===== config.mk =====
export PLATFORM = sky130hd
export DESIGN_NAME = plru_tracker
export DESIGN_NICKNAME = d
export VERILOG_FILES = /design/src/cache_pkg.sv /design/src/plru_tracker.sv
export SDC_FILE = /design/constraint.sdc
export NUM_CORES = 1
export LEC_CHECK = 0
export BUFFER_PORTS_ARGS = -buffer_cell sky130_fd_sc_hd__buf_2
export CORE_ASPECT_RATIO = 2
export CORE_MARGIN = 2
export CORE_UTILIZATION = 50
export DETAILED_ROUTE_END_ITERATION = 7
export PLACE_DENSITY = 0.67
export SLEW_MARGIN = 20
export SYNTH_ARGS = -nofsm -noshare
export SYNTH_HDL_FRONTEND = slang
export SYNTH_SLANG_ARGS = --single-unit

===== constraint.sdc =====
create_clock -name clk -period 4.1 [get_ports clk]
set_input_delay 0.82 -clock clk [delete_from_list [all_inputs] [get_ports clk]]
set_output_delay 0.82 -clock clk [all_outputs]
set_load 0.05 [all_outputs]

===== src/cache_pkg.sv =====
package cache_pkg;

    // address and data widths
    localparam int addr_w = 32;
    localparam int word_w = 32;
    localparam int line_w = 256;
    localparam int mask_w = 4;

    // geometry
    localparam int num_ways = 4;
    localparam int way_w = 2;
    localparam int num_sets = 16;

    // address split: tag | set | word | byte
    localparam int offset_w = 5;
    localparam int set_w = 4;
    localparam int word_sel_w = 3;
    localparam int tag_w = 23;
    localparam int word_lsb = 2;
    localparam int set_lsb = offset_w;
    localparam int tag_lsb = offset_w + set_w;

    // tree plru, one bit per inner node
    localparam int plru_w = 3;

    // dirty bit sits above the tag
    typedef struct packed {
        logic             dirty;
        logic [tag_w-1:0] tag;
    } tag_entry_t;

    typedef logic [line_w-1:0] line_t;

endpackage

===== src/plru_tracker.sv =====
`timescale 1ns/1ps

module plru_tracker (
    input  logic                        clk,
    input  logic                        rst,
    input  logic [cache_pkg::set_w-1:0] set,
    input  logic                        touch,
    input  logic [cache_pkg::way_w-1:0] touch_way,
    output logic [cache_pkg::way_w-1:0] victim_way
);

    // bit 2: mru half, bit 1: mru of ways 0-1, bit 0: mru of ways 2-3
    logic [cache_pkg::plru_w-1:0] tree [cache_pkg::num_sets];
    logic [cache_pkg::plru_w-1:0] cur_tree;
    logic [cache_pkg::plru_w-1:0] next_tree;

    assign cur_tree = tree[set];

    // walk away from the recent side at each node
    always_comb begin
        if (cur_tree[2]) begin
            victim_way = {1'b0, ~cur_tree[1]};
        end else begin
            victim_way = {1'b1, ~cur_tree[0]};
        end
    end

    // point the nodes on the touched path at the touched way
    always_comb begin
        next_tree = cur_tree;
        next_tree[2] = touch_way[1];
        if (touch_way[1]) begin
            next_tree[0] = touch_way[0];
        end else begin
            next_tree[1] = touch_way[0];
        end
    end

    always_ff @(posedge clk) begin
        if (rst) begin
            for (int s = 0; s < cache_pkg::num_sets; s++) begin
                tree[s] <= '0;
            end
        end else if (touch) begin
            tree[set] <= next_tree;
        end
    end

endmodule


## After elaboration in Yosys (flattened, before gate mapping)

Memories as Yosys holds them, arrays and structs flattened.
Index checks and enable logic that the tools add are counted.

| operators by class | value |
|---|---|
| muxes and demuxes | 11 |
| bitwise logic cells | 2 |
| reductions and logical operators | 1 |

Operators with widths:

| kind | number |
|---|---|
| 1-bit 2-to-1 mux | 8 |
| 4-bit 2-to-1 mux | 1 |
| 3-bit 2-to-1 mux | 1 |
| 3-bit OR reduction | 1 |
| 2-bit 2-to-1 mux | 1 |
| 1-bit inverter | 2 |

| word-level totals | value |
|---|---|
| bits in registers | 0 |
| bits in writable memories | 48 |
| output and inout port bits | 2 |
| logic and storage cells | 15 |
| memories | 1 |

Memories:

| memory | words | bits a word | rd ports | clocked after Yosys merged registers in | write ports | RTL line | RTL |
|---|---|---|---|---|---|---|---|
| tree | 16 | 3 | 1 | 0 | 16 | plru_tracker.sv:13 | `logic [cache_pkg::plru_w-1:0] tree [cache_pkg::num_sets];` |

## Longest topological paths before layout

| depth | value |
|---|---|
| depth in word-level cells | 5 |
| mapped depth | 7 |
| gate-level depth less buffers | 5 |

## Least setup slack after synthesis

OpenSTA, ideal clock, no wires.

| timing | value |
|---|---|
| path type | input port to output port |
| start point | in set[0] (netlist name) |
| end point | out victim_way[0] (netlist name) |
| data arrival time | 2.522 ns |
| data required time | 3.280 ns |
| setup slack | 0.758 ns |
| stages | 5 |
| path through | buf_2 mux4_2 nand3_1 and3_1 a21o_1 |

| on the way | value |
|---|---|
| longest elaborated chain between the ends | 3 |
| elaborated cells on any way between the ends | 4 |

RTL lines:

| element | RTL line | RTL |
|---|---|---|
| start, declared | plru_tracker.sv:6 | `input logic [cache_pkg::set_w-1:0] set,` |
| memory read 16 x 3 bit (*) | - |  |
| 1-bit inverter (on tied branches) | plru_tracker.sv:24, plru_tracker.sv:22 |  |
| 2-bit 2-to-1 mux (*) | plru_tracker.sv:21 | `if (cur_tree[2]) begin` |
| end, declared | plru_tracker.sv:9 | `output logic [cache_pkg::way_w-1:0] victim_way` |

Mark *: on every way between the ends. The rest lies on a longest branch, timed or not.

## Final worst setup path

Ends and elaborated chain as after synthesis.

==> results.py <==
metrics = {
    "status": {
        "status": "completed",
    },
    "global_routing": {
        "grt_first_pass_wirelength_mm": 8.05,
        "antenna_found_initial": 0,
        "grt_max_degree": 21,
        "grt_pass1_vias": 1535,
        "grt_overflow": 0,
        "grt_usage": 0.212,
    },
    "layout": {
        "area.growth.synth_to_final_pct": 5.72,
        "drive_gt1_frac": 0.273,
        "final_common_cell": "edfxtp_1",
        "diodes": 0,
        "regMostFlops": "tree",
        "mostFrequentLayoutCells": "edfxtp_1 (48), nor2_1 (30), nor2_2 (22)",
        "nNetsFinal": 213,
        "largest_register_ffs": 48,
        "top_regs": "tree: 48 flops",
    },
    "worst_setup_path": {
        "crit_type": "input pin to primary output",
        "endpoint_kind": "primary output",
        "worst_ep_arrival_time_ns": 2.51,
        "startpoint_type": "input pin",
        "crit_fanout": 12,
        "worstPathRequired_ns": 3.28,
    },
    "die": {
        "ios": 11,
        "fp.dieW_um": 53.7,
        "rows": 36,
        "die_area_um2": 5550,
        "die_h_um": 103,
        "coreArea_um2": 4820,
        "start_util": 0.512,
    },
    "timing": {
        "setup-tns-final_ns": 0,
        "slew_headroom": 0.504,
        "finClkSkew_ns": 0.00462,
        "period_needed_ns": 3.33,
        "tightestPinTransition_ns": 0.743,
        "rsz0062_at_grt": "no",
        "setup-violations-final": 0,
        "fin_crit_sh": 0.812,
        "slew_viol_final": 0,
        "finalHoldViolCount": 0,
        "fmax_mhz": 300,
    },
    "clocking": {
        "cts_tree": "yes",
        "post_cts_resized": 0,
        "cts.reportedPaths.clkPinSlew_ns": 0.08,
        "cts_hold_buf": 0,
        "htreeDepth": 2,
        "clock_latency_ns": 0.30,
        "cts.sinks": 48,
        "numCtsBuffers": 5,
        "clockRootBuffer": "clkbuf_8",
        "post_cts_buffers": 0,
        "clock_path_buffers": 2,
    },
    "power": {
        "ir_worst_vdd_uv": 334,
        "p_per_area_nw_per_um2": 370,
        "power.leakage_uw": 0.000906,
        "power.total_uw": 967,
    },
    "route": {
        "route.detailed.drc": 0,
        "wire_per_inst_um": 19.5,
        "route.vias.total": 1496,
        "postRouteAntennaNets": 0,
        "drt_iter0_drc": 47,
        "dr.pass1.iters": 4,
        "routed_wl_mm": 5.12,
        "routed_via_density": 5.71,
    },
    "min_path": {
        "hold_path_class": "input pin to register",
    },
    "synthesis": {
        "syn_inst": 195,
        "ys_ff_latch": 48,
        "ys_seq_area_frac": 0.584,
        "ys_types": 29,
        "yosysWarningCount": 0,
        "netlist_area_um2": 2470,
        "syn_avg_cell_area_um2": 12.7,
        "synth_fp_nets": 204,
    },
    "placement": {
        "place_hpwl_mm": 3.76,
        "port_buffers": 10,
        "place.gp.congestion": 0.852,
    },
    "run": {
        "cap_violations": 0,
    },
}
## metal layers
layer  share of wire  global-route usage
met1            0.37               0.236
met2            0.57               0.387
met3           0.034              0.0302
met4           0.021              0.0848
met5               0                   0
## synth_stat cells (all sizes together)
master	number	area share
a22oi	1	0.0030
inv	2	0.0030
a21o	1	0.0030
mux2i	6	0.024
and3	2	0.0051
mux4	8	0.073
nand2b	19	0.048
nor3	5	0.010
nor2	52	0.10
buf	9	0.032
o31ai	2	0.017
mux2	2	0.0091
clkbuf	2	0.0030
a221o	2	0.0081
nand2	14	0.021
clkinv	1	0.0015
edfxtp	48	0.58
or2	1	0.0025
a21oi	3	0.0091
nor2b	4	0.010
a311oi	2	0.012
nand3	6	0.012
nor3b	1	0.0030
o21ai	2	0.0040
## critical path: stages
cell     delay, ns
buf_2         0.27
mux4_2        0.56
a22oi_1       0.17
and3_1        0.23
nor3_1        0.07
a21o_1        0.17
buf_2         0.21
## where the power goes
group          leakage, uW  internal [uW]  switching [uW]
combinational     0.000385           43.6            85.3
clock            0.0000388            118             150
sequential        0.000482            561            8.96
total             0.000906            723             244
## path summary, 6_finish.rpt
kind,startpoint,to,cells after the start,slack (ns)
max,set[0],victim_way[0],7,0.77
min,touch_way[0],tree[12][1]$_SDFFCE_PN0P_,3,0.94
max reg2reg,tree[14][0]$_SDFFCE_PN0P_,tree[6][0]$_SDFFCE_PN0P_,6,2.20
min reg2reg,tree[15][0]$_SDFFCE_PN0P_,tree[11][0]$_SDFFCE_PN0P_,4,1.16
## kinds of logic after synthesis
| group | Yosys count | synth area share |
|---|---|---|
| buffers and inverters | 14 | 0.0395 |
| AND/OR/NAND/NOR | 104 | 0.214 |
| AO/OA/AOI/OAI | 13 | 0.0567 |
| flip-flops | 48 | 0.584 |
| multiplexers | 16 | 0.106 |
## area by class of cell
type                       count  area (um^2)
inverter                       3         11.3
multi-input combinational    133          931
sequential                    48         1440
clock inverter                 2         11.3
fill                         419         2210
tap                           57         71.3
clock buffer                   6         72.6
timing repair buffer          13         72.6
## through the flow
step | hold WS (ns) | setup WS [ns] | util | instances | instance area (um^2)
after floorplan | 0.974 | 0.758 | - | 195 | 2470
after global placement | 1.13 | 0.825 | 0.524 | 254 | 2530
after detailed placement | 1.13 | 0.777 | 0.524 | 254 | 2530
after CTS | 0.924 | 0.777 | 0.542 | 262 | 2610
after global routing | 0.975 | 0.685 | 0.542 | 262 | 2610
final | 0.937 | 0.769 | 0.542 | 262 | 2610
No activity file was read; power rests on OpenSTA's default activity.
