## src/cache_pkg.sv

```systemverilog
package cache_pkg;

    // address and data widths
    localparam int addr_w = 32;
    localparam int word_w = 32;
    localparam int line_w = 256;
    localparam int mask_w = 4;

    // geometry
    localparam int num_ways = 4;
    localparam int way_w = 2;
    localparam int num_sets = 16;

    // address split: tag | set | word | byte
    localparam int offset_w = 5;
    localparam int set_w = 4;
    localparam int word_sel_w = 3;
    localparam int tag_w = 23;
    localparam int word_lsb = 2;
    localparam int set_lsb = offset_w;
    localparam int tag_lsb = offset_w + set_w;

    // tree plru, one bit per inner node
    localparam int plru_w = 3;

    // dirty bit sits above the tag
    typedef struct packed {
        logic             dirty;
        logic [tag_w-1:0] tag;
    } tag_entry_t;

    typedef logic [line_w-1:0] line_t;

endpackage
```

## src/cache_ctrl.sv

```systemverilog
`timescale 1ns/1ps

module cache_ctrl (
    input  logic                           clk,
    input  logic                           rst,
    input  logic [cache_pkg::addr_w-1:0]   ufp_addr,
    input  logic [cache_pkg::mask_w-1:0]   ufp_rmask,
    input  logic [cache_pkg::mask_w-1:0]   ufp_wmask,
    input  logic [cache_pkg::word_w-1:0]   ufp_wdata,
    output logic [cache_pkg::word_w-1:0]   ufp_rdata,
    output logic                           ufp_resp,
    output logic [cache_pkg::addr_w-1:0]   dfp_addr,
    output logic                           dfp_read,
    output logic                           dfp_write,
    output cache_pkg::line_t               dfp_wdata,
    input  cache_pkg::line_t               dfp_rdata,
    input  logic                           dfp_resp,
    input  logic                           hit,
    input  logic [cache_pkg::way_w-1:0]    hit_way,
    input  cache_pkg::line_t               hit_line,
    input  cache_pkg::tag_entry_t          sel_entry,
    input  cache_pkg::line_t               sel_line,
    input  logic [cache_pkg::num_ways-1:0] valid_vec,
    input  logic [cache_pkg::way_w-1:0]    victim_way,
    output logic [cache_pkg::set_w-1:0]    rd_set,
    output logic [cache_pkg::tag_w-1:0]    req_tag,
    output logic [cache_pkg::way_w-1:0]    sel_way,
    output logic [cache_pkg::way_w-1:0]    wr_way,
    output logic [cache_pkg::set_w-1:0]    wr_set,
    output logic                           wr_tag_en,
    output logic                           wr_line_en,
    output cache_pkg::tag_entry_t          wr_entry,
    output cache_pkg::line_t               wr_line,
    output logic                           set_valid,
    output logic                           touch,
    output logic [cache_pkg::way_w-1:0]    touch_way
);

    typedef enum logic [2:0] {
        idle,
        lookup,
        write_back,
        refill,
        install,
        reread
    } state_t;

    state_t state_q;
    state_t state_d;

    // held request
    logic [cache_pkg::addr_w-1:0]     req_addr;
    logic [cache_pkg::mask_w-1:0]     req_wmask;
    logic [cache_pkg::word_w-1:0]     req_wdata;
    logic [cache_pkg::set_w-1:0]      req_set;
    logic [cache_pkg::word_sel_w-1:0] req_word;

    logic [cache_pkg::way_w-1:0] fill_pick;
    logic [cache_pkg::way_w-1:0] fill_way_q;
    cache_pkg::line_t            refill_line;
    cache_pkg::line_t            merged_line;
    logic                        lookup_hit;

    assign req_set = req_addr[cache_pkg::set_lsb +: cache_pkg::set_w];
    assign req_word = req_addr[cache_pkg::word_lsb +: cache_pkg::word_sel_w];
    assign req_tag = req_addr[cache_pkg::tag_lsb +: cache_pkg::tag_w];

    // arrays follow the live address only while waiting for a request
    assign rd_set = (state_q == idle) ? ufp_addr[cache_pkg::set_lsb +: cache_pkg::set_w]
                                      : req_set;
    assign wr_set = req_set;

    // lowest invalid way first, plru victim when the set is full
    always_comb begin
        fill_pick = victim_way;
        for (int w = cache_pkg::num_ways - 1; w >= 0; w--) begin
            if (!valid_vec[w]) begin
                fill_pick = w[cache_pkg::way_w-1:0];
            end
        end
    end

    // byte merge of the store into the hit line
    always_comb begin
        merged_line = hit_line;
        for (int b = 0; b < cache_pkg::mask_w; b++) begin
            if (req_wmask[b]) begin
                merged_line[req_word * cache_pkg::word_w + b * 8 +: 8] = req_wdata[b * 8 +: 8];
            end
        end
    end

    assign lookup_hit = (state_q == lookup) && hit;

    assign ufp_resp = lookup_hit;
    assign ufp_rdata = hit_line[req_word * cache_pkg::word_w +: cache_pkg::word_w];

    assign touch = lookup_hit;
    assign touch_way = hit_way;

    // hit store in lookup, clean fill in install
    assign sel_way = (state_q == lookup) ? fill_pick : fill_way_q;
    assign wr_way = (state_q == install) ? fill_way_q : hit_way;
    assign wr_tag_en = (lookup_hit && (req_wmask != '0)) || (state_q == install);
    assign wr_line_en = wr_tag_en;
    assign set_valid = (state_q == install);
    assign wr_entry.dirty = (state_q == lookup);
    assign wr_entry.tag = req_tag;
    assign wr_line = (state_q == install) ? refill_line : merged_line;

    // memory port, held stable for the whole handshake
    assign dfp_read = (state_q == refill);
    assign dfp_write = (state_q == write_back);
    assign dfp_wdata = sel_line;
    assign dfp_addr = (state_q == write_back)
        ? {sel_entry.tag, req_set, {cache_pkg::offset_w{1'b0}}}
        : {req_addr[cache_pkg::addr_w-1:cache_pkg::set_lsb], {cache_pkg::offset_w{1'b0}}};

    always_comb begin
        state_d = state_q;
        case (state_q)
            idle: begin
                if ((ufp_rmask != '0) || (ufp_wmask != '0)) begin
                    state_d = lookup;
                end
            end
            lookup: begin
                if (hit) begin
                    state_d = idle;
                end else if (valid_vec[fill_pick] && sel_entry.dirty) begin
                    state_d = write_back;
                end else begin
                    state_d = refill;
                end
            end
            write_back: begin
                if (dfp_resp) begin
                    state_d = refill;
                end
            end
            refill: begin
                if (dfp_resp) begin
                    state_d = install;
                end
            end
            install: state_d = reread;
            reread: state_d = lookup;
            default: state_d = idle;
        endcase
    end

    always_ff @(posedge clk) begin
        if (rst) begin
            state_q <= idle;
        end else begin
            state_q <= state_d;
        end
    end

    always_ff @(posedge clk) begin
        if (state_q == idle) begin
            req_addr <= ufp_addr;
            req_wmask <= ufp_wmask;
            req_wdata <= ufp_wdata;
        end
        // fill way fixed once the miss is seen
        if (state_q == lookup) begin
            fill_way_q <= fill_pick;
        end
        if ((state_q == refill) && dfp_resp) begin
            refill_line <= dfp_rdata;
        end
    end

endmodule

```

## config.mk

```make
export PLATFORM = sky130hd
export DESIGN_NAME = cache_ctrl
export DESIGN_NICKNAME = d
export VERILOG_FILES = /design/src/cache_pkg.sv /design/src/cache_ctrl.sv
export SDC_FILE = /design/constraint.sdc
export NUM_CORES = 1
export LEC_CHECK = 0
export BUFFER_PORTS_ARGS = -buffer_cell sky130_fd_sc_hd__clkbuf_2
export CAP_MARGIN = 30
export CORE_AREA = 2 2 587 589
export CTS_BUF_LIST = sky130_fd_sc_hd__clkbuf_16
export DETAILED_ROUTE_END_ITERATION = 6
export DIE_AREA = 0 0 589 591
export MAX_ROUTING_LAYER = met4
export PLACE_DENSITY = 0.3
export SLEW_MARGIN = 20
export SYNTH_ARGS = -nofsm -noshare
export SYNTH_HDL_FRONTEND = slang
export SYNTH_SLANG_ARGS = --single-unit
```

## constraint.sdc

```tcl
create_clock -name clk -period 22 [get_ports clk]
set_input_delay 0 -clock clk [delete_from_list [all_inputs] [get_ports clk]]
set_output_delay 0 -clock clk [all_outputs]
set_load 0.05 [all_outputs]
```

# After elaboration in Yosys (flattened, before gate mapping)
# Cells that the tools add are included.
# word_totals
ff_bits	329
in_bits	876
output_inout_bits	644
elab_cells	67
# classes
addsub	7
n_lt_le_gt_ge	1
n_eq_ne	8
n_shift	9
muxes	25
reduce_logical	11
# ops
operator	count
2-to-1 mux 256 bit	5
bitwise mux 256 bit	4
variable shift 8 x 34 -> 256 bit (first input constant)	4
variable part select 8 x 34 -> 256 bit	4
variable part select 256 x 9 -> 32 bit	1
negator 9 -> 34 bit	3
negator 8 -> 34 bit	1
2-to-1 mux 32 bit	1
adder 8 x 5 -> 9 bit (second input constant)	2
one-hot mux 3 bit (6 select lines)	1
2-to-1 mux 2 bit	7
nonzero test 4 bit	3
adder 8 x 4 -> 9 bit (second input constant)	1
2-to-1 mux 3 bit	3
equality test 3 x 2 -> 1 bit (second input constant)	2
equality test 3 bit (second input constant)	2
inequality test 2 x 1 -> 1 bit (second input constant)	3
logical AND 1 bit	4
2-to-1 mux 4 bit	1
equality test 3 x 1 -> 1 bit (second input constant)	1
logical NOT 3 bit	1
< comparator 2 x 3 -> 1 bit (second input constant)	1
AND reduction 3 bit	1
binary-select mux 1 bit (select 2 bit)	1
2 further kinds	4

# Depth between registers and ports, before layout
# logic_depth
ltp_word	11
ltp_mapped	10
ltp_nobuf	7

# Least setup slack after synthesis
# OpenSTA, ideal clock, no wires.
# synth_timing
path_type	flip-flop to flip-flop
startpoint	register state_q[0]
endpoint	register refill_line[0] (enable)
setup_time_ns	0.652
arrival_time_ns	6.543
required_time_ns	21.348
slack_ns	14.805
stages_incl_launch_ff	3
path_buffers	0
period_less_slack_ns	7.195
cell_sequence	dfxtp_1 > nor2b_1 > and3_1
# synth_via
elab_chain_cells	2
# synth_rtl
item	line_no	rtl
start, declared	cache_ctrl.sv:48	state_t state_q;
start signal, assigned	cache_ctrl.sv:154	state_q <= idle;
start signal, assigned	cache_ctrl.sv:156	state_q <= state_d;
equality test 3 x 2 -> 1 bit	cache_ctrl.sv:170	if ((state_q == refill) && dfp_resp) begin
logical AND 1 bit	cache_ctrl.sv:170	
end signal, assigned	cache_ctrl.sv:171	refill_line <= dfp_rdata;
end, declared	cache_ctrl.sv:60	cache_pkg::line_t refill_line;
# No other way between the ends.
# A chain may end at the register's enable or synchronous reset.

# Worst setup path after layout
# layout_timing
startpoint	register req_addr[2] (netlist name)
endpoint	output wr_line[91]
# layout_via
elab_chain_cells	11
word_cells_on_any_way	24
cone_classes	add/sub: 7; shift: 8; mux: 9
# layout_rtl
item	line_no	rtl
start, declared	cache_ctrl.sv:52	logic [cache_pkg::addr_w-1:0] req_addr;
start signal, assigned	cache_ctrl.sv:162	req_addr <= ufp_addr;
parallel branches: the longest is 9 deep, another holds negator 9 -> 34 bit	n/a	
2-to-1 mux 256 bit (*)	cache_ctrl.sv:87	if (req_wmask[b]) begin
2-to-1 mux 256 bit (*)	cache_ctrl.sv:109	assign wr_line = (state_q == install) ? refill_line : merged_line;
end, declared	cache_ctrl.sv:33	output cache_pkg::line_t wr_line,
# Mark *: on every way between the ends.

==> results.toml <==
[drt]
routed_wl_mm = 270
first_pass_iters = 5
wire_per_inst_um = 35.1
drc_errors = 0
via_per_inst = 2.84
detail-route-antenna-nets = 0
drt_iter0_drc = 1492
vias = 21800

[pwr]
totalPowerFinal_mw = 2.48
ir_drop_mv = 0.0546
p_leak_nw = 13.7
clkPwrFrac = 0.328
powerDensity_mw_per_mm2 = 68.4
p_seq_frac = 0.298
power_switching_mw = 1.07
internal_power_mw = 1.41
p_sw_frac = 0.431
pwr-share-comb = 0.374

[timing]
slew-limit-headroom = 0.335
rsz0062_at_grt = "false"
setup_ws_ps = 16700
setup_tns_ps = 0
hold_slack_ps = 0.0140
max_freq_ghz = 0.189
finalCritPeriodShare = 0.241
clock_skew_ps = 38.0
tightest_slew_ps = 989
finalHoldViolations = 0
layout_min_cycle_time_ps = 5300
setup_viol = 0
slew_viol_final = 0

[grt]
grt_max_degree = 108
grt_overflow = 0
grtUsageMet2 = 0.293
grt_use_met1 = 0.120
track_usage = 0.153
grt_pass1_wl_mm = 319
grtUsageMet3 = 0.0686
grt_pass1_vias = 22300
antenna_found_initial = 104
grt.busiest_layer = "met2"

[cts]
clock_sink_count = 327
clock_latency_ps = 700
h-tree-depth = 2
clkSlewWorstSetupHoldPaths_ps = 60
clock_path_buffers = 3
root_buffer = "clkbuf_16"
numCtsBuffers = 49
cts_tree = "built"

[setup_path]
endpoint_kind = "primary output"
slowest_delay_ps = 640
crit_type = "reg -> out"
cp-start-kind = "flop"
cp.arrival_ps = 5300
required_ps = 22000
path_cells = "buf_4 > inv_1 > ha_2 > buf_4 > nor2b_1 > mux2i_4 > buf_4 > nor2_4 > buf_4 > a221o_1 > clkbuf_2"
crit_path_top_delay_cell = "ha_2"
crit_path_max_fanout = 22
critPathMostFrequentCell = "buf_4"

[layout]
layout_common_cells = "clkbuf_2 (1,000), dlygate4sd3_1 (533), edfxtp_1 (322)"
final_common_cell = "clkbuf_2"
finalCoreUtilization = 0.106
multi_input_area_mm2 = 0.00804
syn_to_final_growth_pct = 75.3
drive_above_1_share = 0.423
final_area_mm2 = 0.0363
register_area_mm2 = 0.00977
fillCellCount = 39500
fin_nets = 3905
final_cells = 7683

[placement]
routabilityCongestion = 0.891
dp_slack_ps = 17150
port_buffers = 1000
dpl.cell_count = 6994
hpwlAfterDp_mm = 235
place_area_mm2 = 0.0292

[floorplan]
die_h_um = 591
start_util = 0.0605
num_rows = 215
core_mm2 = 0.342
die_w_um = 589
io_pins = 1520
dieArea_mm2 = 0.348

[logic_synthesis]
syn_area_mm2 = 0.0207
synthCells = 1815
ys_ff_latch = 327
synth_ff_type = "edfxtp_1"
avgSynthCellArea_um2 = 11.4
synth-edff-count = 322
synth.distinct_cells = 55
async_flop_share = 0
yosysWarnings = 0
yosysSeqAreaShare = 0.472

[status]
status = "finished, final reports clean"

[worst_hold_path]
hp-class = "in -> out"

[flow_run]
maxCapViolCount = 0
==> cells by family after synthesis <==
logic type,after synthesis,share of synthesized area
AOI/OAI and AO/OA,367,0.141
xor gates and xnor gates,2,0.00157
adders and majority gates,7,0.00423
buffers and inverters,477,0.152
DFF,327,0.472
muxes,160,0.118
other,1,0.000181
and+or+nand+nor,474,0.111
==> routing by layer <==
metal	share of wire	wire, um
met1	0.28	74900
met2	0.55	149000
met3	0.11	30500
met4	0.058	15500
met5	0	0
==> repair_timing <==
action                                 4_1_cts  5_1_grt
endpoints found under the hold margin      362        0
hold buffers                               533        0
setup buffers                                0        0
resized for setup                            0        0
==> flip-flops by register name, indices dropped and copies added (netlist names) <==
signal       count
req_wdata       32
fill_way_q       2
req_addr        30
req_wmask        4
state_q          3
refill_line    256
==> Yosys cell counts, types with 9 or more instances <==
cell	n	area (um^2)
a21o_1	32	240
a221o_1	124	1240
a22o_1	32	280
a22oi_1	17	128
a31oi_1	51	319
and2_1	91	569
and3_1	23	144
buf_1	33	124
buf_2	30	150
buf_4	333	2500
buf_6	9	101
clkbuf_1	52	195
edfxtp_1	322	9670
inv_1	16	60.1
mux2_2	29	327
mux2i_1	67	671
mux4_2	64	1440
nand2_1	246	923
nor2_1	27	101
nor3_1	44	220
o21ai_0	61	305
o21ai_1	10	50.1
o31ai_1	20	150
==> worst paths after layout <==
kind              cells past startpoint               to  slack (ps)          start
setup / recovery                     11      wr_line[91]       16700    req_addr[2]
hold / removal                        0    dfp_wdata[12]        0.01   sel_line[12]
setup reg to reg                      5  refill_line[42]       18030     state_q[0]
hold reg to reg                       1    fill_way_q[0]         510  fill_way_q[0]
==> power by group through the flow <==
stage	clock [mW]	sequential, mW	combinational [mW]
global placement	0	0.751	0.866
finish	0.814	0.738	0.928
CTS	0.856	0.738	0.955
detailed placement	0	0.751	0.866
global route	0.860	0.739	0.965
floorplan	0	0.737	0.598
==> critical path: cells and delay by family (launching register included) <==
| family | cells | cell delay (ps) |
|---|---|---|
| buffers and inverters | 6 | 2590 |
| adders and majority gates | 1 | 640 |
| and+or+nand+nor | 2 | 520 |
| DFF | 1 | 370 |
| AOI/OAI and AO/OA | 1 | 230 |
| muxes | 1 | 110 |
==> final cells by class <==
cell class | instances | area share
Sequential cell | 327 | 0.269
Timing Repair Buffer | 1611 | 0.302
Clock inverter | 36 | 0.00780
Tap cell | 4557 | 0.157
Inverter | 18 | 0.00238
Clock buffer | 50 | 0.0345
Multi-Input combinational cell | 1015 | 0.222
Antenna cell | 69 | 0.00476
No activity file was read; power rests on OpenSTA's default activity.
